<file path="src/source/core_defines.svh">
`ifndef CORE_DEFINES_SVH
`define CORE_DEFINES_SVH

// Data path and address width
`define XLEN 32

// Register index width
`define REG_ADDR_W 5

// Data RAM word index, 256 words
`define DMEM_ADDR_W 8

// First fetch address after reset
`define RESET_PC 32'h0000_0000

// ADDI x0, x0, 0
`define NOP_INST 32'h0000_0013

`endif

</file>
<file path="src/source/isa_pkg.sv">
`default_nettype none

package isa_pkg;

  // Major opcodes of the supported subset
  typedef enum logic [6:0] {
    OP     = 7'b0110011,
    OP_IMM = 7'b0010011,
    LOAD   = 7'b0000011,
    STORE  = 7'b0100011,
    BRANCH = 7'b1100011
  } opcode_e;

  typedef enum logic [3:0] {
    ADD = 4'd0,
    SUB = 4'd1,
    AND = 4'd2,
    OR  = 4'd3,
    XOR = 4'd4,
    SLT = 4'd5
  } alu_op_e;

  typedef enum logic [1:0] {
    NONE = 2'd0,
    EQ   = 2'd1,
    NE   = 2'd2
  } branch_e;

  // Function fields
  localparam logic [2:0] F3_ADD_SUB = 3'b000;
  localparam logic [2:0] F3_SLT     = 3'b010;
  localparam logic [2:0] F3_XOR     = 3'b100;
  localparam logic [2:0] F3_OR      = 3'b110;
  localparam logic [2:0] F3_AND     = 3'b111;
  localparam logic [2:0] F3_BEQ     = 3'b000;
  localparam logic [2:0] F3_BNE     = 3'b001;
  localparam logic [2:0] F3_WORD    = 3'b010;
  localparam logic [6:0] F7_BASE    = 7'b0000000;
  localparam logic [6:0] F7_SUB     = 7'b0100000;

endpackage

`default_nettype wire

</file>
<file path="src/source/pipeline_pkg.sv">
`default_nettype none

`include "core_defines.svh"

package pipeline_pkg;

  // Fetch to decode
  typedef struct packed {
    logic [`XLEN-1:0] pc;
    logic [`XLEN-1:0] inst;
    logic             valid;
  } if_id_t;

  // Decode to execute
  typedef struct packed {
    logic [`XLEN-1:0]       pc;
    isa_pkg::alu_op_e       alu_op;
    isa_pkg::branch_e       branch;
    logic [`REG_ADDR_W-1:0] rs1;
    logic [`REG_ADDR_W-1:0] rs2;
    logic [`XLEN-1:0]       rs1_data;
    logic [`XLEN-1:0]       rs2_data;
    logic [`REG_ADDR_W-1:0] rd;
    logic [`XLEN-1:0]       imm;
    logic                   use_imm;
    logic                   reg_write;
    logic                   mem_read;
    logic                   mem_write;
    logic                   valid;
  } id_ex_t;

  // Execute to memory
  typedef struct packed {
    logic [`XLEN-1:0]       alu_result;
    logic [`XLEN-1:0]       store_data;
    logic [`REG_ADDR_W-1:0] rd;
    logic                   reg_write;
    logic                   mem_read;
    logic                   mem_write;
  } ex_mem_t;

  // Memory to writeback
  typedef struct packed {
    logic [`XLEN-1:0]       wb_data;
    logic [`REG_ADDR_W-1:0] rd;
    logic                   reg_write;
  } mem_wb_t;

  typedef enum logic [1:0] {
    FWD_NONE = 2'd0,
    FWD_MEM  = 2'd1,
    FWD_WB   = 2'd2
  } fwd_sel_e;

endpackage

`default_nettype wire

</file>
<file path="src/source/fetch_stage.sv">
`default_nettype none

`include "core_defines.svh"

module fetch_stage
  import pipeline_pkg::*;
(
  input  wire logic             clk_i,
  input  wire logic             rst_i,
  input  wire logic [`XLEN-1:0] inst_i,
  input  wire logic             stall_i,
  input  wire logic             flush_i,
  input  wire logic [`XLEN-1:0] target_i,
  output logic      [`XLEN-1:0] fetch_pc_o,
  output if_id_t                if_id_o
);

  logic [`XLEN-1:0] pc_q;

  assign fetch_pc_o = pc_q;

  // Redirect has priority over a held PC
  always_ff @(posedge clk_i) begin
    if (rst_i) begin
      pc_q <= `RESET_PC;
    end else if (flush_i) begin
      pc_q <= target_i;
    end else if (!stall_i) begin
      pc_q <= pc_q + `XLEN'(4);
    end
  end

  // The word on inst_i belongs to pc_q in this cycle
  always_ff @(posedge clk_i) begin
    if (rst_i) begin
      if_id_o <= '{pc: `RESET_PC, inst: `NOP_INST, valid: 1'b0};
    end else if (flush_i) begin
      if_id_o.inst  <= `NOP_INST;
      if_id_o.valid <= 1'b0;
    end else if (!stall_i) begin
      if_id_o <= '{pc: pc_q, inst: inst_i, valid: 1'b1};
    end
  end

endmodule

`default_nettype wire

</file>
<file path="config.mk">
export PLATFORM = sky130hd
export DESIGN_NAME = fetch_stage
export DESIGN_NICKNAME = d
export VERILOG_FILES = /design/src/source/isa_pkg.sv /design/src/source/pipeline_pkg.sv /design/src/source/fetch_stage.sv
export VERILOG_INCLUDE_DIRS = /design/src /design/src/source
export SDC_FILE = /design/constraint.sdc
export NUM_CORES = 1
export LEC_CHECK = 0
export ABC_AREA = 1
export BUFFER_PORTS_ARGS = -buffer_cell sky130_fd_sc_hd__buf_2
export CAP_MARGIN = 5
export CORE_ASPECT_RATIO = 0.75
export CORE_MARGIN = 2
export CORE_UTILIZATION = 54
export CTS_BUF_LIST = sky130_fd_sc_hd__clkbuf_4 sky130_fd_sc_hd__clkbuf_8 sky130_fd_sc_hd__clkbuf_16
export CTS_CLUSTER_DIAMETER = 100
export DETAILED_ROUTE_END_ITERATION = 8
export GPL_ROUTABILITY_DRIVEN = 0
export PLACE_DENSITY = 0.89
export SLEW_MARGIN = 20
export SYNTH_ARGS = -nofsm -noshare
export SYNTH_HDL_FRONTEND = slang
export SYNTH_SLANG_ARGS = --single-unit
</file>
<file path="constraint.sdc">
create_clock -name clk_i -period 4.14 [get_ports clk_i]
set_input_delay 0.621 -clock clk_i [delete_from_list [all_inputs] [get_ports clk_i]]
set_output_delay 0.621 -clock clk_i [all_outputs]
set_load 0.02 [all_outputs]
</file>
# Yosys cells after proc, flatten, opt, wreduce, memory -nomap -nowiden
# Index checks and enable logic that the tools add are counted.
# totals
reg_bits	97
latchBits	0
mem_bits_rw	0
mem_bits_ro	0
in_bits	68
output_inout_bits	97
wordCells	12
mem_count	0
# op_classes
add_sub_neg	1
n_mul	0
n_div	0
magnitude_cmp	0
eq_ne	1
shift	0
mux	2
bitwise	2
reduce_logical	2
# ops
cell	count
2-to-1 mux 32 bit	2
adder 32 x 3 -> 32 bit, second input constant	1
inequality test 2 x 1 -> 1 bit, second input constant	1
NOT 1 bit	2
AND reduction 2 bit	1
OR reduction 2 bit	1

# Longest topological paths before layout
# logic_depth
word_depth	3
ltp_mapped	10
mapped_depth_nobuf	10

# Worst setup path after synthesis
# Ideal clock, no wire load.
# synth_path
kind	reg2reg
startpoint	reg pc_q[3] (netlist: fetch_pc_o[3])
endpoint	reg pc_q[22] (netlist: fetch_pc_o[22])
setup_time_ns	0.109
arrival_time_ns	1.469
required_time_ns	4.031
path_slack_ns	2.562
path_stages_with_launch	11
n_path_buf	0
synth_period_minus_slack_ns	1.578
cell_sequence	dfxtp_1 -> ha_1 -> nand2_2 -> nor2_4 -> nand2_2 -> nor2_4 -> nand3_1 -> nand3_1 -> nand3_1 -> nand2_1 -> inv_1
# synth_between
elab_chain_cells	3
# synth_rtl
item	line	text
from (decl)	fetch_stage.sv:18	logic [`XLEN-1:0] pc_q;
from (signal assigned)	fetch_stage.sv:25	pc_q <= `RESET_PC;
from (signal assigned)	fetch_stage.sv:27	pc_q <= target_i;
from (signal assigned)	fetch_stage.sv:29	pc_q <= pc_q + `XLEN'(4);
adder 32 x 3 -> 32 bit	fetch_stage.sv:29	
2-to-1 mux 32 bit	fetch_stage.sv:28	end else if (!stall_i) begin
2-to-1 mux 32 bit	fetch_stage.sv:26	end else if (flush_i) begin
# No other way between the ends. The select of a mux whose other input is x is not followed.
# A chain may end at the register's enable or synchronous reset.

# Worst setup path in the final report
# layout_path
startpoint	in flush_i
endpoint	reg pc_q[28] (netlist: fetch_pc_o[28])
# layout_between
elab_chain_cells	1
elab_cells_between_ends	2
classes_between	eq/ne: 1; mux: 1
# layout_rtl
item	line	text
from (decl)	fetch_stage.sv:12	input wire logic flush_i,
inequality test 2 x 1 -> 1 bit (no source line) or 2-to-1 mux 32 bit (tied branches)	--	
# Parallel ways exist; a longest one is shown, timed or not.

==> flow_summary.yaml <==
detailed_routing:
  num_vias: 5008
  dr.pass1.iters: 6
  drtIter0Drc: 577
  viasPerCell: 5.515
  ant_nets: 0
  drt_wl_total_um: 13530
  drc: 0
  wire_per_inst_um: 14.90
die:
  initial_core_util_pct: 56.72
  die_area_um2: 9185
  ios: 165
  die_w_um: 110
  die_h_um: 83.50
  core_area_um2: 8023
  rows: 28
clocking:
  clkLatencyLatePin_ns: 0.37
  ctsResizeCount: 0
  cts_buffer_depth: 2
  cts.root.buffer_cell: "clkbuf_8"
  cts.sinks: 97
  cts_buffers: 9
  hold_buffers: 0
  clkTransAtPathRegs_ns: 0.10
  h-tree-depth: 3
  cts_setup_buffers: 0
  cts_tree: "built"
timing:
  final-hold-violation-count: 0
  worstMarginPinSlew_ns: 0.8802
  slew_headroom_pct: 41.25
  tns_ns: 0
  max_freq_ghz: 0.4576
  rsz0062_at_grt: "no"
  slew_viol_final: 0
  finalCriticalPeriod_ns: 2.185
  fin_crit_sh_pct: 52.79
  fin_skew_ns: 0.01574
  finalSetupViolCount: 0
synth:
  avgSynthCellArea_um2: 6.969
  ys_seq_area_share_pct: 42.67
  synth_edf_count: 0
  ys_warn_count: 0
  synthArstFlopShare_pct: 0
  synth_cells: 653
  syn_nets: 722
  ys.flop_type: "dfxtp_1"
  netlist_top_cells_area: "dfxtp_1 43%, nand2_1 15%, nor2_1 6.8%"
  synth_area_um2: 4551
  synth.distinct_cells: 36
  synth_seq_cells: 97
  synth_area_leader_cell: "dfxtp_1"
  yosys.area.top_type_share_pct: 42.67
grt:
  grt_remaining_overflow: 0
  grt_max_degree: 54
  grt_pass1_vias: 4769
  grt_pass1_wl_um: 21780
  grt.total_usage_pct: 29.53
  antenna_found_initial: 0
critical_path:
  rr_startpoint: "fetch_pc_o[3]"
  critPathSlowestCell: "buf_2"
  cp.arrival_ns: 2.44
  r2r-end: "fetch_pc_o[24]"
  crit_required_ns: 4.39
  path_depth: 9
  path_class: "in -> reg"
  rr_worst_depth: 10
  rrSetupSlack_ns: 2.35
  crit_family: "buffers and inverters"
  end_kind: "flop"
  critPathLaunchType: "primary input"
  worstPathMaxFanout: 34
  cp_slowest_stage_delay_ns: 0.58
  cp.buffers_inverters: 4
  crit_chain: "buf_2 -> inv_2 -> nand2_2 -> inv_2 -> a22o_1 -> inv_1 -> nand2_1 -> nor2_1 -> nor2_1"
worst_hold_path:
  whs_path_depth: 3
  min_from: "inst_i[4]"
  hold_class: "in -> reg"
  min_to: "if_id_o[5]"
place:
  dp_hpwl_um: 9678
  port_buffers: 164
  dpl.cell_count: 892
power:
  ir_drop_v: 0.0001725
  p_per_area_nw_per_um2: 357.8
  leakagePower_nw: 2.710
final_layout:
  layout-drive-gt1-share_pct: 26.65
  multi_input_area_um2: 2185
  fin_cells: 908
  fill_cells: 674
  diodes: 0
  syn2layout_area_growth_pct: 21.78
  nets: 867
  regArea_um2: 1942
job:
  maxCapViolations: 0
outcome:
  outcome: "complete, no violations"
[cell type report]
cell class,count,share of cell area (%)
Sequential cell,97,35.04
Clock inverter,7,1.513
Tap cell,105,2.371
Multi-Input combinational cell,459,39.42
Clock buffer,9,2.235
Inverter,66,4.471
Timing Repair Buffer,165,14.95
[state kept, by name, indices dropped and copies added (netlist names)]
register and count:
if_id_o 65, fetch_pc_o 32
[worst register-to-register path: stages, from the launching register on]
cell	delay [ns]
dfxtp_1	0.46
ha_1	0.25
nand2_2	0.08
nor2_4	0.20
nand2_2	0.16
nor2_4	0.19
nand3_1	0.11
nand2_1	0.07
nand3_1	0.06
nand2_1	0.07
inv_1	0.05
[worst max path at each step]
stage / start / to / slack (ns)
after detailed placement: flush_i / fetch_pc_o[25] / 1.66
final: flush_i / fetch_pc_o[28] / 1.95
after CTS: flush_i / fetch_pc_o[25] / 2.05
after global placement: stall_i / fetch_pc_o[25] / 1.74
after floorplan: fetch_pc_o[3] / fetch_pc_o[22] / 2.56
after global routing: flush_i / fetch_pc_o[19] / 1.86
[cells by family (layout without fill, tap and decap cells)]
group / Yosys count / in the layout / share of synthesized area (%)
adder cells (fa/ha/maj): 1 / 1 / 0.2749
flip-flops: 97 / 97 / 42.67
AO/OA/AOI/OAI: 95 / 95 / 11.88
XOR/XNOR: 1 / 1 / 0.1925
AND/OR/NAND/NOR: 362 / 362 / 35.66
buffers and inverters: 97 / 247 / 9.321
[cell usage after synthesis, drive strengths merged (6+ instances only)]
library cell  instances
a22o                  6
a21oi                38
nor3                 14
nand2               187
inv                  66
o21ai                34
buf                  16
nand3                46
nor2                 97
dfxtp                97
clkbuf               15
nand4                10
[per-stage QoR]
stage / setup slack [ns] / hold WS, ns / cell area (µm²) / power, W / util, %
floorplan: 2.562 / 0.5358 / 4551 / 0.001228 / -
global route: 1.859 / 0.4690 / 5542 / 0.002055 / 69.07
detailed placement: 1.663 / 0.4507 / 5334 / 0.001338 / 66.48
CTS: 2.052 / 0.4435 / 5542 / 0.001983 / 69.07
global placement: 1.739 / 0.4445 / 5334 / 0.001327 / 66.48
finish: 1.955 / 0.4439 / 5542 / 0.001983 / 69.07
[cell usage in the layout, fill, tap and decap left out, drive strengths merged, types with 5 or more instances in the layout]
cell type  Yosys  final
dfxtp         97     97
a22o           6      6
clkbuf        15      9
nor2          97     97
inv           66     70
o21ai         34     34
nand4         10     10
a21oi         38     38
nor3          14     14
buf           16    165
nand3b         5      5
o211ai         5      5
nand3         46     46
nand2        187    187
[layer usage]
metal / global-route usage [%] / vias up / routed length [µm]
li1: - / 2391 / -
met1: 38.07 / 2266 / 5510
met2: 47.63 / 310 / 6213
met3: 7.026 / 41 / 1499
met4: 10.93 / 0 / 306
met5: 0 / - / 0
[power by group]
group	total [W]	switching [W]	internal, W
Clock	0.000660	0.000368	0.000292
Sequential	0.00102	0.0000447	0.000979
Combinational	0.000298	0.000197	0.000101
Note: power is estimated with default switching activity, not from simulation.
