<file path="config.mk">
export PLATFORM = sky130hd
export DESIGN_NAME = hazard_control
export DESIGN_NICKNAME = d
export VERILOG_FILES = /design/src/source/isa_pkg.sv /design/src/source/pipeline_pkg.sv /design/src/source/hazard_control.sv
export VERILOG_INCLUDE_DIRS = /design/src /design/src/source
export SDC_FILE = /design/constraint.sdc
export NUM_CORES = 1
export LEC_CHECK = 0
export ABC_AREA = 1
export BUFFER_PORTS_ARGS = -buffer_cell sky130_fd_sc_hd__buf_2
export CAP_MARGIN = 0
export CORE_AREA = 2 2 110 112
export DETAILED_ROUTE_END_ITERATION = 8
export DIE_AREA = 0 0 112 114
export SLEW_MARGIN = 20
export SYNTH_ARGS = -nofsm -noshare
export SYNTH_HDL_FRONTEND = slang
export SYNTH_SLANG_ARGS = --single-unit
</file>
<file path="constraint.sdc">
create_clock -name vclk -period 2.6
set_input_delay 0.65 -clock vclk [all_inputs]
set_output_delay 0.65 -clock vclk [all_outputs]
set_load 0.02 [all_outputs]
</file>
<file path="src/source/core_defines.svh">
`ifndef CORE_DEFINES_SVH
`define CORE_DEFINES_SVH

// Data path and address width
`define XLEN 32

// Register index width
`define REG_ADDR_W 5

// Data RAM word index, 256 words
`define DMEM_ADDR_W 8

// First fetch address after reset
`define RESET_PC 32'h0000_0000

// ADDI x0, x0, 0
`define NOP_INST 32'h0000_0013

`endif

</file>
<file path="src/source/isa_pkg.sv">
`default_nettype none

package isa_pkg;

  // Major opcodes of the supported subset
  typedef enum logic [6:0] {
    OP     = 7'b0110011,
    OP_IMM = 7'b0010011,
    LOAD   = 7'b0000011,
    STORE  = 7'b0100011,
    BRANCH = 7'b1100011
  } opcode_e;

  typedef enum logic [3:0] {
    ADD = 4'd0,
    SUB = 4'd1,
    AND = 4'd2,
    OR  = 4'd3,
    XOR = 4'd4,
    SLT = 4'd5
  } alu_op_e;

  typedef enum logic [1:0] {
    NONE = 2'd0,
    EQ   = 2'd1,
    NE   = 2'd2
  } branch_e;

  // Function fields
  localparam logic [2:0] F3_ADD_SUB = 3'b000;
  localparam logic [2:0] F3_SLT     = 3'b010;
  localparam logic [2:0] F3_XOR     = 3'b100;
  localparam logic [2:0] F3_OR      = 3'b110;
  localparam logic [2:0] F3_AND     = 3'b111;
  localparam logic [2:0] F3_BEQ     = 3'b000;
  localparam logic [2:0] F3_BNE     = 3'b001;
  localparam logic [2:0] F3_WORD    = 3'b010;
  localparam logic [6:0] F7_BASE    = 7'b0000000;
  localparam logic [6:0] F7_SUB     = 7'b0100000;

endpackage

`default_nettype wire

</file>
<file path="src/source/pipeline_pkg.sv">
`default_nettype none

`include "core_defines.svh"

package pipeline_pkg;

  // Fetch to decode
  typedef struct packed {
    logic [`XLEN-1:0] pc;
    logic [`XLEN-1:0] inst;
    logic             valid;
  } if_id_t;

  // Decode to execute
  typedef struct packed {
    logic [`XLEN-1:0]       pc;
    isa_pkg::alu_op_e       alu_op;
    isa_pkg::branch_e       branch;
    logic [`REG_ADDR_W-1:0] rs1;
    logic [`REG_ADDR_W-1:0] rs2;
    logic [`XLEN-1:0]       rs1_data;
    logic [`XLEN-1:0]       rs2_data;
    logic [`REG_ADDR_W-1:0] rd;
    logic [`XLEN-1:0]       imm;
    logic                   use_imm;
    logic                   reg_write;
    logic                   mem_read;
    logic                   mem_write;
    logic                   valid;
  } id_ex_t;

  // Execute to memory
  typedef struct packed {
    logic [`XLEN-1:0]       alu_result;
    logic [`XLEN-1:0]       store_data;
    logic [`REG_ADDR_W-1:0] rd;
    logic                   reg_write;
    logic                   mem_read;
    logic                   mem_write;
  } ex_mem_t;

  // Memory to writeback
  typedef struct packed {
    logic [`XLEN-1:0]       wb_data;
    logic [`REG_ADDR_W-1:0] rd;
    logic                   reg_write;
  } mem_wb_t;

  typedef enum logic [1:0] {
    FWD_NONE = 2'd0,
    FWD_MEM  = 2'd1,
    FWD_WB   = 2'd2
  } fwd_sel_e;

endpackage

`default_nettype wire

</file>
<file path="src/source/hazard_control.sv">
`default_nettype none

`include "core_defines.svh"

module hazard_control
  import pipeline_pkg::*;
(
  input  wire id_ex_t                 id_ex_i,
  input  wire logic [`REG_ADDR_W-1:0] rs1_addr_i,
  input  wire logic [`REG_ADDR_W-1:0] rs2_addr_i,
  input  wire ex_mem_t                ex_mem_i,
  input  wire mem_wb_t                mem_wb_i,
  input  wire logic                   branch_taken_i,
  output fwd_sel_e                    fwd_a_o,
  output fwd_sel_e                    fwd_b_o,
  output logic                        stall_o,
  output logic                        flush_o
);

  logic load_use;

  // Youngest producer wins; reg_write already implies rd is not x0
  function automatic fwd_sel_e pick(input logic [`REG_ADDR_W-1:0] src,
                                    input ex_mem_t em,
                                    input mem_wb_t mw);
    if (em.reg_write && em.rd == src) begin
      return FWD_MEM;
    end else if (mw.reg_write && mw.rd == src) begin
      return FWD_WB;
    end else begin
      return FWD_NONE;
    end
  endfunction

  assign fwd_a_o = pick(id_ex_i.rs1, ex_mem_i, mem_wb_i);
  assign fwd_b_o = pick(id_ex_i.rs2, ex_mem_i, mem_wb_i);

  // Load result is not ready until writeback
  assign load_use = id_ex_i.valid && id_ex_i.mem_read && id_ex_i.reg_write &&
                    (id_ex_i.rd == rs1_addr_i || id_ex_i.rd == rs2_addr_i);

  assign flush_o = branch_taken_i;
  assign stall_o = load_use && !branch_taken_i;

endmodule

`default_nettype wire

</file>
# Yosys cells after proc, flatten, opt, wreduce, memory -nomap -nowiden

Cells that the tools add are included.

Output and inout port bits: 6
Input bits: 275
Word-level logic and storage cells: 20
Flip-flop bits (word level): 0

Mux-type cells: 4
Reductions and logical operators: 10
Equality and inequality tests: 6

Operator list:

| cell                | count |
|---|---|
| 5-bit equality test | 6 |
| 1-bit logical AND   | 8 |
| 2-bit two-way mux   | 4 |
| 1-bit logical NOT   | 1 |
| 1-bit logical OR    | 1 |

# Depth between registers and ports, before layout

Gate-level depths: netlist (run 1).

Word-level depth: 4
Mapped depth: 7
Depth with buffers taken out: 7

# Worst setup path before layout (run 1)

Ideal clock, no wire load.

Path type: input-to-output
From: input ex_mem_i[4] in the netlist's numbering
To: output fwd_b_o[1]
Data required time: 1.950 ns
Data arrival time: 1.294 ns
Path buffers: 0
Stages: 7
Slack: 0.656 ns
Path through: inv_1 > nand2_1 > o21ai_1 > inv_1 > nand3_1 > nor2_2 > nor2_1

Word-level cells in the longest chain between the ends: 3

RTL lines:

| element             | line                 | source |
|---|---|---|
| start: declaration  | hazard_control.sv:11 | `input wire ex_mem_t ex_mem_i,` |
| 5-bit equality test | hazard_control.sv:26 | `if (em.reg_write && em.rd == src) begin` |
| 1-bit logical AND   | hazard_control.sv:26 |  |
| 2-bit two-way mux   | hazard_control.sv:26 |  |
| end: declaration    | hazard_control.sv:15 | `output fwd_sel_e fwd_b_o,` |

No other way between the ends.

# Worst setup path after layout (run 1)

From: input mem_wb_i[1] in the netlist's numbering
To: output fwd_a_o[1]

Word-level cells in the longest chain between the ends: 4

RTL lines:

| element             | line                 | source |
|---|---|---|
| start: declaration  | hazard_control.sv:12 | `input wire mem_wb_t mem_wb_i,` |
| 5-bit equality test | hazard_control.sv:28 | `end else if (mw.reg_write && mw.rd == src) begin` |
| 1-bit logical AND   | hazard_control.sv:28 |  |
| 2-bit two-way mux   | hazard_control.sv:28 |  |
| 2-bit two-way mux   | hazard_control.sv:26 |  |
| end: declaration    | hazard_control.sv:14 | `output fwd_sel_e fwd_a_o,` |

No other way between the ends.

==> results_dict.tcl, run 1 <==
set metrics [dict create \
    status "finished clean" \
    power_density_nw_per_um2 116 \
    p_leak_nw 0.514 \
    syn_to_final_growth_pct 81.4 \
    period_needed_ns 2.07 \
    synth_warnings 0 \
    synth_area_um2 505 \
    drive_above_1_share_pct 32.7 \
    port_buffers 47 \
    regArea_um2 0 \
    post-route-drc-count 0 \
    grt_pass1_vias 714 \
    ys_seq_area_share_pct 0 \
    finalSetupTns_ns 0 \
    viasPerCell 2.57 \
    grt_pass1_wl_um 3330 \
    grt_setup_unrepaired "false" \
    antenna_found_initial 3 \
    irDropWorstVdd_uv 42.7 \
    cts_resized 0 \
    die_w_um 112 \
    cts_hold_buf 0 \
    fmax_mhz 482 \
    drtIter0Drc 8 \
    final_core_util_pct 7.83 \
    start_util_pct 4.32 \
    drt-total-wl_um 2180 \
    routedWlPerCell_um 7.18 \
    die_height_um 114 \
    layout.nets 433 \
    core_um2 11700 \
    gp_congestion 0.762 \
    layout_common_cells "buf_2, nand2_1, inv_1" \
    die-area_um2 12800 \
    cts_setup_buffers 0 \
    grt-ovfl-total 0 \
    syn_area_per_cell_um2 4.60 \
    slew_headroom_pct 85.3 \
    dp_hpwl_um 2060 \
    syn_nets 385 \
    critPathArrivalTime_ns 1.42 \
    clock_buffers 0 \
    first_pass_iters 4 \
    grt_max_degree 5 \
    seq_cells 0 \
    fp-row-count 40 \
    drv_slew 0 \
    pin_count 281 \
    setup_violations 0 \
    cap_violations 0 \
    vias 779 \
    track_usage_pct 3.27 \
    netlist_instances 110 \
    required_ns 1.95 \
    worst_pin_slew_ns 0.220 \
    critPathLaunchType "input pin" \
    hold_violations 0 \
    num_antenna_cells 0 \
    path_class "in -> out" \
    period_share_pct 79.8 \
    min_path_type "in -> out" \
    crit_path_end_kind "output port" \
    drtAntennaViolNets 0 \
    final_common_cell "buf_2" \
    yosysUniqueCellTypes 15 \
    crit_fanout 3 \
]
path summary, 6_finish.rpt:
path / slack, ns / from / cells past startpoint / end
worst max-delay path: 0.53 / mem_wb_i[1] / 8 / fwd_a_o[1]
worst min-delay path: 1.53 / branch_taken_i / 2 / flush_o
where the power goes:
| group | switching, mW | internal, mW |
|---|---|---|
| combinational | 0.0563 | 0.0500 |
| clock | 0 | 0 |
| sequential | 0 | 0 |
| total | 0.0563 | 0.0500 |
cell usage after synthesis, drive strengths merged:
master  instances  area share [%]
nand4           3             3.7
o21ai           5             4.9
xor2            2             3.5
nor2           13              11
a21oi           5             5.7
buf             1             1.5
o22ai           3             3.7
or2             1             1.2
nand2          37              27
nand3           6             5.9
xnor2           6              10
inv            28              21
per-stage QoR:
step	area (µm²)	hold WS, ns	cells	power, mW	setup WS, ns
after floorplan	505	1.41	110	0.0556	0.656
after global placement	917	1.53	303	0.107	0.510
after detailed placement	917	1.53	303	0.107	0.512
after CTS	917	1.53	303	0.107	0.509
after global routing	917	1.55	303	0.122	0.430
final	917	1.53	303	0.106	0.526
routing by layer:
layer  GRT usage [%]  wire length, µm  vias up
met4               0                4        4
li1                -                -      422
met1            4.81             1130      304
met3            1.43              319        4
met2            4.69              690       45
met5               0               31        -
area by class of cell:
cell class         instances  area (µm²)
well taps                147         184
fillers                 1441       10800
multi-input cells         81         393
repair buffers            47         235
inverters                 28         105
worst max-delay path: stages:
cell	delay (ns)
buf_2	0.09
inv_1	0.06
nand2_1	0.05
o21ai_0	0.08
a21oi_1	0.13
nand3_1	0.12
nor2_2	0.08
buf_2	0.17
kinds of logic (layout without fill, tap and decap cells):
group | after synthesis | count (layout) | share of synthesized area, %
and+or+nand+nor | 60 | 60 | 49.5
xor gates and xnor gates | 8 | 8 | 13.9
buffers and inverters | 29 | 75 | 22.3
AOI/OAI and AO/OA | 13 | 13 | 14.4
Note: power is estimated with default switching activity, not from simulation.
==> run 2: changes to the inputs <==
- ABC_AREA: 1 -> 0
- CORE_AREA: 2 2 110 112 -> 2 2 109 111
- DIE_AREA: 0 0 112 114 -> 0 0 111 113
- clock period: 2.6 -> 2.2 ns (I/O delays scaled with it)
==> results_dict.tcl, run 2 <==
set metrics [dict create \
    syn_area_per_cell_um2 8.12 \
    drt-total-wl_um 1970 \
    cap_violations 0 \
    finalSetupTns_ns 0 \
    hold_violations 0 \
    critPathArrivalTime_ns 1.52 \
    antenna_found_initial 5 \
    netlist_instances 47 \
    worst_pin_slew_ns 0.282 \
    die_height_um 113 \
    cts_resized 0 \
    synth_warnings 0 \
    cts_setup_buffers 0 \
    clock_buffers 0 \
    post-route-drc-count 0 \
    start_util_pct 3.39 \
    setup_violations 0 \
    seq_cells 0 \
    critPathLaunchType "input pin" \
    grt_pass1_vias 564 \
    gp_congestion 0.726 \
    period_share_pct 94.0 \
    regArea_um2 0 \
    track_usage_pct 3.04 \
    grt_setup_unrepaired "false" \
    fp-row-count 39 \
    drtIter0Drc 30 \
    grt-ovfl-total 0 \
    yosysMostFrequentCell "xnor2_1" \
    seqPwrFrac_pct 0 \
    cts_hold_buf 0 \
    synth_top_area_cell "xnor2_1" \
    die_w_um 111 \
    die-area_um2 12500 \
    period_needed_ns 2.07 \
    drive_above_1_share_pct 52.7 \
    path_class "in -> out" \
    yosysUniqueCellTypes 10 \
    first_pass_iters 4 \
    grt_pass1_wl_um 2930 \
    timing.hold.ws_ns 1.33 \
    yosys-top-cells-count "xnor2_1, xor2_1, nand2_1, nand4_1" \
    synthTopCellsByArea "xnor2_1, xor2_1, nand4_1, nor4_2, a311oi_1" \
    synth_area_um2 382 \
    core_um2 11300 \
    irDropWorstVdd_uv 44.0 \
    vias 531 \
    p_sw_share_pct 46.2 \
    syn_nets 322 \
    pin_count 281 \
    grt_max_degree 5 \
    port_buffers 47 \
    slew_headroom_pct 81.0 \
    viasPerCell 2.22 \
    final_common_cell "buf_2" \
    internal_power_uw 64.6 \
    drtAntennaViolNets 0 \
    dp_hpwl_um 1920 \
    drv_slew 0 \
    fmax_mhz 483 \
    p_leak_nw 0.301 \
    layout.nets 370 \
    syn_to_final_growth_pct 109 \
    power_density_nw_per_um2 151 \
    status "finished clean" \
    fillers 1325 \
    multi_input_area_um2 374 \
    min_path_type "in -> out" \
    p_clk_share_pct 0 \
    layout_common_cells "buf_2, xnor2_1, xor2_1" \
    required_ns 1.65 \
    comb_power_share_pct 100.0 \
    synth_top_area_share_pct 50.5 \
    routedWlPerCell_um 8.26 \
    crit_fanout 2 \
    power_switching_uw 55.5 \
    ys_seq_area_share_pct 0 \
    crit_path_end_kind "output port" \
]
==> run 2: critical path: stages <==
cell	delay [ns]
buf_2	0.12
xor2_1	0.16
nor4_2	0.33
and3_1	0.20
buf_2	0.16
==> run 2: cell type report <==
type	count	share of cell area, %
Antenna cell	3	0.943
Timing Repair Buffer	47	29.6
Tap cell	143	22.5
Multi-Input combinational cell	46	47.0
==> run 2: layer usage <==
layer	wire, µm	global-route usage [%]	vias to the layer above	part of all wire (%)
met5	23	0	-	1.2
met4	0	0	4	0
met3	455	2.95	4	23
met2	737	4.83	43	37
met1	757	3.11	219	38
li1	-	-	261	-
==> run 2: power by group through the flow <==
stage	Clock [mW]	Sequential, mW	Combinational (mW)
after global placement	0	0	0.117
after detailed placement	0	0	0.121
after floorplan	0	0	0.0596
final	0.000000183	0	0.120
after CTS	0	0	0.121
after global routing	0	0	0.132
==> run 2: final timing paths <==
path                  startpoint         end  slack, ns  depth (start not counted)
setup / recovery     ex_mem_i[4]  fwd_b_o[0]       0.13                          5
hold / removal    branch_taken_i     flush_o       1.33                          2
==> run 2: cells by family after synthesis <==
group	count (synthesis)	share of synthesized area, %
and+or+nand+nor	13	22.9
AOI/OAI and AO/OA	3	6.23
buffers and inverters	1	1.97
xor gates and xnor gates	30	68.9
==> run 2: stage by stage <==
stage | power (mW) | setup WS [ns] | area [µm²] | util (%) | instances
2_1_floorplan | 0.0596 | 0.236 | 382 | - | 47
3_3_place_gp | 0.117 | 0.140 | 788 | 6.99 | 236
3_5_place_dp | 0.121 | 0.134 | 788 | 6.99 | 236
4_1_cts | 0.121 | 0.134 | 788 | 6.99 | 236
5_1_grt | 0.132 | 0.0329 | 788 | 6.99 | 236
6_report | 0.120 | 0.131 | 796 | 7.06 | 239
