`src/source/core_defines.svh`:
```
`ifndef CORE_DEFINES_SVH
`define CORE_DEFINES_SVH

// Data path and address width
`define XLEN 32

// Register index width
`define REG_ADDR_W 5

// Data RAM word index, 256 words
`define DMEM_ADDR_W 8

// First fetch address after reset
`define RESET_PC 32'h0000_0000

// ADDI x0, x0, 0
`define NOP_INST 32'h0000_0013

`endif

```
`src/source/isa_pkg.sv`:
```
`default_nettype none

package isa_pkg;

  // Major opcodes of the supported subset
  typedef enum logic [6:0] {
    OP     = 7'b0110011,
    OP_IMM = 7'b0010011,
    LOAD   = 7'b0000011,
    STORE  = 7'b0100011,
    BRANCH = 7'b1100011
  } opcode_e;

  typedef enum logic [3:0] {
    ADD = 4'd0,
    SUB = 4'd1,
    AND = 4'd2,
    OR  = 4'd3,
    XOR = 4'd4,
    SLT = 4'd5
  } alu_op_e;

  typedef enum logic [1:0] {
    NONE = 2'd0,
    EQ   = 2'd1,
    NE   = 2'd2
  } branch_e;

  // Function fields
  localparam logic [2:0] F3_ADD_SUB = 3'b000;
  localparam logic [2:0] F3_SLT     = 3'b010;
  localparam logic [2:0] F3_XOR     = 3'b100;
  localparam logic [2:0] F3_OR      = 3'b110;
  localparam logic [2:0] F3_AND     = 3'b111;
  localparam logic [2:0] F3_BEQ     = 3'b000;
  localparam logic [2:0] F3_BNE     = 3'b001;
  localparam logic [2:0] F3_WORD    = 3'b010;
  localparam logic [6:0] F7_BASE    = 7'b0000000;
  localparam logic [6:0] F7_SUB     = 7'b0100000;

endpackage

`default_nettype wire

```
`src/source/pipeline_pkg.sv`:
```
`default_nettype none

`include "core_defines.svh"

package pipeline_pkg;

  // Fetch to decode
  typedef struct packed {
    logic [`XLEN-1:0] pc;
    logic [`XLEN-1:0] inst;
    logic             valid;
  } if_id_t;

  // Decode to execute
  typedef struct packed {
    logic [`XLEN-1:0]       pc;
    isa_pkg::alu_op_e       alu_op;
    isa_pkg::branch_e       branch;
    logic [`REG_ADDR_W-1:0] rs1;
    logic [`REG_ADDR_W-1:0] rs2;
    logic [`XLEN-1:0]       rs1_data;
    logic [`XLEN-1:0]       rs2_data;
    logic [`REG_ADDR_W-1:0] rd;
    logic [`XLEN-1:0]       imm;
    logic                   use_imm;
    logic                   reg_write;
    logic                   mem_read;
    logic                   mem_write;
    logic                   valid;
  } id_ex_t;

  // Execute to memory
  typedef struct packed {
    logic [`XLEN-1:0]       alu_result;
    logic [`XLEN-1:0]       store_data;
    logic [`REG_ADDR_W-1:0] rd;
    logic                   reg_write;
    logic                   mem_read;
    logic                   mem_write;
  } ex_mem_t;

  // Memory to writeback
  typedef struct packed {
    logic [`XLEN-1:0]       wb_data;
    logic [`REG_ADDR_W-1:0] rd;
    logic                   reg_write;
  } mem_wb_t;

  typedef enum logic [1:0] {
    FWD_NONE = 2'd0,
    FWD_MEM  = 2'd1,
    FWD_WB   = 2'd2
  } fwd_sel_e;

endpackage

`default_nettype wire

```
`src/source/execute_stage.sv`:
```
`default_nettype none

`include "core_defines.svh"

module execute_stage
  import isa_pkg::*;
  import pipeline_pkg::*;
(
  input  wire logic             clk_i,
  input  wire logic             rst_i,
  input  wire id_ex_t           id_ex_i,
  input  wire fwd_sel_e         fwd_a_i,
  input  wire fwd_sel_e         fwd_b_i,
  input  wire logic [`XLEN-1:0] mem_fwd_i,
  input  wire mem_wb_t          wb_i,
  output logic                  branch_taken_o,
  output logic      [`XLEN-1:0] target_o,
  output ex_mem_t               ex_mem_o
);

  logic [`XLEN-1:0] op_a;
  logic [`XLEN-1:0] rs2_val;
  logic [`XLEN-1:0] op_b;
  logic [`XLEN-1:0] alu_result;
  logic             cond;

  function automatic logic [`XLEN-1:0] fwd_mux(input fwd_sel_e sel,
                                               input logic [`XLEN-1:0] reg_val,
                                               input logic [`XLEN-1:0] mem_val,
                                               input logic [`XLEN-1:0] wb_val);
    case (sel)
      FWD_MEM: return mem_val;
      FWD_WB:  return wb_val;
      default: return reg_val;
    endcase
  endfunction

  // ==========================================================
  // Operands
  // ==========================================================
  assign op_a    = fwd_mux(fwd_a_i, id_ex_i.rs1_data, mem_fwd_i, wb_i.wb_data);
  // Also the store data
  assign rs2_val = fwd_mux(fwd_b_i, id_ex_i.rs2_data, mem_fwd_i, wb_i.wb_data);
  assign op_b    = id_ex_i.use_imm ? id_ex_i.imm : rs2_val;

  always_comb begin
    case (id_ex_i.alu_op)
      SUB:     alu_result = op_a - op_b;
      AND:     alu_result = op_a & op_b;
      OR:      alu_result = op_a | op_b;
      XOR:     alu_result = op_a ^ op_b;
      SLT:     alu_result = {{(`XLEN-1){1'b0}}, $signed(op_a) < $signed(op_b)};
      default: alu_result = op_a + op_b;
    endcase
  end

  // ==========================================================
  // Branch resolution, not-taken is the prediction
  // ==========================================================
  always_comb begin
    case (id_ex_i.branch)
      EQ:      cond = (op_a == rs2_val);
      NE:      cond = (op_a != rs2_val);
      default: cond = 1'b0;
    endcase
  end

  assign branch_taken_o = id_ex_i.valid && cond;
  assign target_o       = id_ex_i.pc + id_ex_i.imm;

  always_ff @(posedge clk_i) begin
    ex_mem_o.alu_result <= alu_result;
    ex_mem_o.store_data <= rs2_val;
    ex_mem_o.rd         <= id_ex_i.rd;
    if (rst_i) begin
      ex_mem_o.reg_write <= 1'b0;
      ex_mem_o.mem_read  <= 1'b0;
      ex_mem_o.mem_write <= 1'b0;
    end else begin
      ex_mem_o.reg_write <= id_ex_i.valid && id_ex_i.reg_write;
      ex_mem_o.mem_read  <= id_ex_i.valid && id_ex_i.mem_read;
      ex_mem_o.mem_write <= id_ex_i.valid && id_ex_i.mem_write;
    end
  end

endmodule

`default_nettype wire

```
`config.mk`:
```
export PLATFORM = sky130hd
export DESIGN_NAME = execute_stage
export DESIGN_NICKNAME = d
export VERILOG_FILES = /design/src/source/isa_pkg.sv /design/src/source/pipeline_pkg.sv /design/src/source/execute_stage.sv
export VERILOG_INCLUDE_DIRS = /design/src /design/src/source
export SDC_FILE = /design/constraint.sdc
export NUM_CORES = 1
export LEC_CHECK = 0
export ABC_AREA = 1
export BUFFER_PORTS_ARGS = -buffer_cell sky130_fd_sc_hd__buf_2
export CAP_MARGIN = 5
export CORE_AREA = 2 2 187 143
export CTS_BUF_LIST = sky130_fd_sc_hd__clkbuf_4 sky130_fd_sc_hd__clkbuf_8
export DETAILED_ROUTE_END_ITERATION = 6
export DIE_AREA = 0 0 189 145
export PLACE_DENSITY = 0.71
export SYNTH_ARGS = -nofsm -noshare
export SYNTH_HDL_FRONTEND = slang
export SYNTH_SLANG_ARGS = --single-unit
```
`constraint.sdc`:
```
create_clock -name clk_i -period 4.6 [get_ports clk_i]
set_input_delay 0.69 -clock clk_i [delete_from_list [all_inputs] [get_ports clk_i]]
set_output_delay 0.69 -clock clk_i [all_outputs]
set_load 0.03 [all_outputs]
```
# Word-level counts from Yosys, hierarchy flattened

Index checks and enable logic that the tools add are counted.

Register bits after elaboration: 72
Bits in latches: 0
Memory bits (writable): 0
ROM bits: 0
Input port bits: 230
Output and inout bits: 105
Logic and storage cells: 35
Memories kept: 0

Add/sub/neg operators: 3
Multipliers: 0
Divide/modulo/power cells: 0
Magnitude comparators: 1
Equal/unequal tests: 13
Shifts and indexed selects: 0
Muxes and demuxes: 5
Bitwise logic cells: 3
Reductions and logical operators: 4

Operator list:

| operator                                      | count |
|---|---|
| one-hot mux 32 bit (5 select lines)           | 1 |
| one-hot mux 32 bit (2 select lines)           | 2 |
| adder 32 bit                                  | 2 |
| AND 32 bit                                    | 1 |
| == test 32 bit                                | 1 |
| less-than comparator 32 bit                   | 1 |
| 2-to-1 mux 32 bit                             | 1 |
| inequality test 32 bit                        | 1 |
| OR 32 bit                                     | 1 |
| subtractor 32 bit                             | 1 |
| bitwise XOR 32 bit                            | 1 |
| == test 4 x 2 -> 1 bit, second input constant | 2 |
| == test 4 x 3 -> 1 bit, second input constant | 2 |
| == test 2 x 1 -> 1 bit, second input constant | 3 |
| == test 2 bit, second input constant          | 3 |
| == test 4 x 1 -> 1 bit, second input constant | 1 |
| logical AND 1 bit                             | 4 |
| one-hot mux 1 bit (2 select lines)            | 1 |

# Longest topological paths before layout

Word-level depth: 5
Gate-level depth with buffers: 21
Gate-level depth less buffers: 20

# Worst setup path after synthesis

No wires, ideal clock.

Path kind: input to register
Start point: in fwd_b_i[0]
End point: reg ex_mem_o[62] in the netlist's numbering
Library setup time: 0.126 ns
Arrival time: 3.261 ns
Required time: 4.474 ns
Setup slack: 1.213 ns
Stages: 19
Path buffers: 1
Path through: inv_1 -> ha_1 -> inv_2 -> buf_4 -> o21ai_1 -> o21ai_0 -> ha_1 -> inv_1 -> fa_1 -> o21ai_2 -> nand2_1 -> nand2_1 -> nand3_1 -> nand2_1 -> nand3_1 -> nand2_1 -> nand2_1 -> nand3_1 -> nand3_1

Cells in the longest elaborated chain, start to end: 5
Elaborated cells on any way between the ends: 10
Classes of those cells: add/sub (2); eq/ne (2); mux (3); bitwise (3)

Ends and longest elaborated chain:

| element                                                        | line                | RTL |
|---|---|---|
| start: declaration                                             | execute_stage.sv:13 | `input wire fwd_sel_e fwd_b_i,` |
| == test 2 bit / == test 2 x 1 -> 1 bit (equally long branches) | execute_stage.sv:31 | `case (sel)` |
| one-hot mux 32 bit (2 select lines) (*)                        | execute_stage.sv:31 |  |
| 2-to-1 mux 32 bit (*)                                          | execute_stage.sv:44 | `assign op_b = id_ex_i.use_imm ? id_ex_i.imm : rs2_val;` |
| adder 32 bit (tied with other cells)                           | execute_stage.sv:53 | `default: alu_result = op_a + op_b;` |
| one-hot mux 32 bit (5 select lines) (*)                        | execute_stage.sv:47 | `case (id_ex_i.alu_op)` |
| named net alu_result[22]                                       | execute_stage.sv:24 | `` logic [`XLEN-1:0] alu_result; `` |
| end: declaration                                               | execute_stage.sv:18 | `output ex_mem_t ex_mem_o` |

Mark *: on every way through the listed nets, which the timed path passes. The rest lies on a longest branch.
A chain may end at the register's enable or synchronous reset.

# Final worst setup path

Start point: in fwd_a_i[0]
End point: out branch_taken_o

Cells in the longest elaborated chain, start to end: 5
Elaborated cells on any way between the ends: 7
Classes of those cells: eq/ne (4); mux (2); reduce/logical (1)

Ends and longest elaborated chain:

| element                                                         | line                                     | RTL |
|---|---|---|
| start: declaration                                              | execute_stage.sv:12                      | `input wire fwd_sel_e fwd_a_i,` |
| == test 2 bit / == test 2 x 1 -> 1 bit (equally long branches)  | execute_stage.sv:31                      |  |
| one-hot mux 32 bit (2 select lines) (*)                         | execute_stage.sv:31                      |  |
| inequality test 32 bit / == test 32 bit (equally long branches) | execute_stage.sv:63, execute_stage.sv:62 |  |
| one-hot mux 1 bit (2 select lines) (*)                          | execute_stage.sv:61                      | `case (id_ex_i.branch)` |
| logical AND 1 bit (*)                                           | execute_stage.sv:68                      | `assign branch_taken_o = id_ex_i.valid && cond;` |
| end: declaration                                                | execute_stage.sv:16                      | `output logic branch_taken_o,` |

Mark *: on every way between the ends. The rest lies on a longest branch, timed or not.

==> results_dict.tcl <==
set metrics [dict create \
    cts_root_buf "clkbuf_8" \
    cts_resized 0 \
    ant_nets 0 \
    syn_avg_cell_area_um2 5.84 \
    clk_pin_slew_ns 0.09 \
    pre_cts_slack_ns 0.383 \
    cts.sinks 72 \
    antenna_found_initial 11 \
    tightest_slew_ns 1.17 \
    grt_max_degree 53 \
    max-clock-path-buffers 2 \
    die_h_um 145 \
    maxCapViolCount 0 \
    synth_edf_count 0 \
    cp_top_family "buffers and inverters" \
    hold_violations 0 \
    cp_max_fo 33 \
    viasPerCell 5.55 \
    crit_top_cell "nand2_1" \
    hold_path.class "in -> reg" \
    largest_reg_flops 72 \
    period_share 0.908 \
    crit_buf_inv 6 \
    slowest_stage "inv_2" \
    synth_cells 1953 \
    p_seq_frac 0.181 \
    io_pins 335 \
    largest_register "ex_mem_o" \
    gp_congestion 1.03 \
    ys_seq_elements 72 \
    path_class "in -> out" \
    ys.flop_type "dfxtp_1" \
    num_vias 14400 \
    yosysWarnings 0 \
    core.rowCount 51 \
    reg_top3 "ex_mem_o: 72 flops" \
    arrival_ns 3.49 \
    grt_pass1_wl_um 75500 \
    internal_power_w 0.00193 \
    min_path_cells 1 \
    grt_util_met2 0.538 \
    tns_ns 0 \
    syn-num-nets 2317 \
    cts_tree "yes" \
    synth_area_mm2 0.0114 \
    synth_cell_types 52 \
    dpl.cell_count 2577 \
    drt_iter0_drc 1741 \
    grt.total_usage 0.357 \
    clkPwrFrac 0.126 \
    cp_cell_sequence "buf_2 -> inv_1 -> ha_1 -> inv_2 -> buf_4 -> or2_1 -> nand2_2 -> inv_2 -> nand2_1 -> nand2_1 -> nand2_1 -> nor2_1 -> nand2_1 -> nor2_1 -> nand2_1 -> nand2_1 -> nand2_1 -> nor2_2 -> buf_2" \
    layout_setup_ws_ns 0.423 \
    area_growth_pct 18.3 \
    rsz0062_at_grt "no" \
    status "finished, final reports clean" \
    start_util 0.446 \
    die-area_mm2 0.0274 \
    finalMaxSlewViolations 0 \
    portBuffers 318 \
    crit_required_ns 3.91 \
    p_leak_nw 7.16 \
    die_x_um 189 \
    power_frac_comb 0.693 \
    busiest_layer "met2" \
    numCtsBuffers 9 \
    max_freq_ghz 0.239 \
    drive_gt1_frac 0.225 \
    grt_pass1_vias 13200 \
    htree_levels 3 \
    wl_per_cell_um 19.4 \
    wl_um 50400 \
    irDropWorstVdd_mv 0.205 \
    core_area_mm2 0.0256 \
    p_per_area_mw_per_mm2 326 \
    setup_viol_count_final 0 \
    remaining_drc_errors 0 \
    nNetsFinal 2608 \
    p_sw_w 0.00247 \
    grtUsageMet1 0.529 \
    post_cts_buffers 0 \
    ctsHoldBuffers 0 \
    max_stage_delay_ns 0.47 \
    min_from "id_ex_i[40]" \
    overflow 0 \
    slew-limit-headroom 0.222 \
    cp-end-kind "primary output" \
    finalNonFillerCells 2599 \
    dp_hpwl_um 43000 \
    fin_crit_ns 4.18 \
    firstDrtPassIters 6 \
    async_flop_share 0 \
    min_to "ex_mem_o[6]$_DFF_P_" \
    p_sw_frac 0.561 \
    ys_seq_area_frac 0.126 \
    crit_path_start_kind "primary input" \
    fin_hold_ws_ns 0.401 \
    grtUsageMet3 0.0675 \
    final_core_util 0.528 \
]
-- worst max path at each step --
stage / from / to / slack (ns) / cells after the start
after floorplan: fwd_b_i[0] / ex_mem_o[62]$_DFF_P_ / 1.21 / 19
after global placement: fwd_a_i[0] / ex_mem_o[68]$_DFF_P_ / 0.40 / 18
after detailed placement: fwd_a_i[0] / ex_mem_o[68]$_DFF_P_ / 0.38 / 18
after CTS: fwd_a_i[0] / branch_taken_o / 0.46 / 19
after global routing: fwd_a_i[0] / branch_taken_o / 0.14 / 19
final: fwd_a_i[0] / branch_taken_o / 0.42 / 19
-- metal layers --
metal,vias up,part of all wire
li1,6958,-
met1,6585,0.45
met2,815,0.42
met3,62,0.12
met4,10,0.017
met5,-,0.0013
-- cell usage after synthesis, types with 15 or more instances --
| master | number | area [um^2] |
|---|---|---|
| nand2_2 | 30 | 188 |
| dfxtp_1 | 72 | 1440 |
| xnor2_1 | 15 | 131 |
| o21ai_1 | 15 | 75.1 |
| nor2_1 | 159 | 597 |
| buf_2 | 24 | 120 |
| o21ai_0 | 113 | 566 |
| nand2_1 | 568 | 2130 |
| or2_2 | 29 | 181 |
| nor3_1 | 22 | 110 |
| o22ai_1 | 17 | 106 |
| ha_1 | 131 | 1640 |
| nand3_2 | 24 | 240 |
| a21oi_1 | 150 | 751 |
| inv_2 | 48 | 180 |
| inv_1 | 181 | 679 |
| nand3_1 | 166 | 831 |
| xor2_1 | 29 | 254 |
| clkbuf_1 | 15 | 56.3 |
-- power groups by stage --
stage	logic (W)	registers, W	clock network [W]
after floorplan	0.00173	0.00112	0
after CTS	0.00297	0.000800	0.000565
after global routing	0.00329	0.000811	0.000578
final	0.00305	0.000797	0.000555
after detailed placement	0.00296	0.000814	0
after global placement	0.00295	0.000810	0
-- metrics by stage --
step	power, W	cell area, um^2
2_1_floorplan	0.00285	11400
3_3_place_gp	0.00376	13300
3_5_place_dp	0.00377	13300
4_1_cts	0.00434	13500
5_1_grt	0.00468	13500
6_report	0.00440	13500
-- cell families after synthesis --
group           count (synthesis)  synth area share
flops                          72             0.126
compound gates                355             0.174
simple gates                 1059             0.411
xor+xnor                       44            0.0338
buf+inv                       289             0.106
fa+ha+maj                     134             0.149
-- layout make-up --
| type | count | area, um^2 |
|---|---|---|
| multi-input cells | 1592 | 8760 |
| repair buffers | 337 | 1780 |
| clock inverters | 4 | 45.0 |
| well taps | 344 | 430 |
| clock buffers | 12 | 146 |
| inverters | 232 | 872 |
| diodes | 6 | 15.0 |
| flip-flops and latches | 72 | 1440 |
| fillers | 2757 | 12100 |
-- placed cells by master, fill, tap and decap left out, drive strengths merged, types with 7 or more instances in the layout --
master  synthesis  final
ha            131    131
nor2          161    161
dfxtp          72     72
o22ai          17     17
buf            38    337
nor3           23     23
a21oi         152    152
xnor2          15     15
inv           229    229
clkbuf         19     12
xor2           29     29
nand4          13     13
nand3         190    190
o21bai          7      7
o21ai         139    139
nand2         600    600
a221oi         14     14
or2            57     57
(Power assumes the default switching activity.)
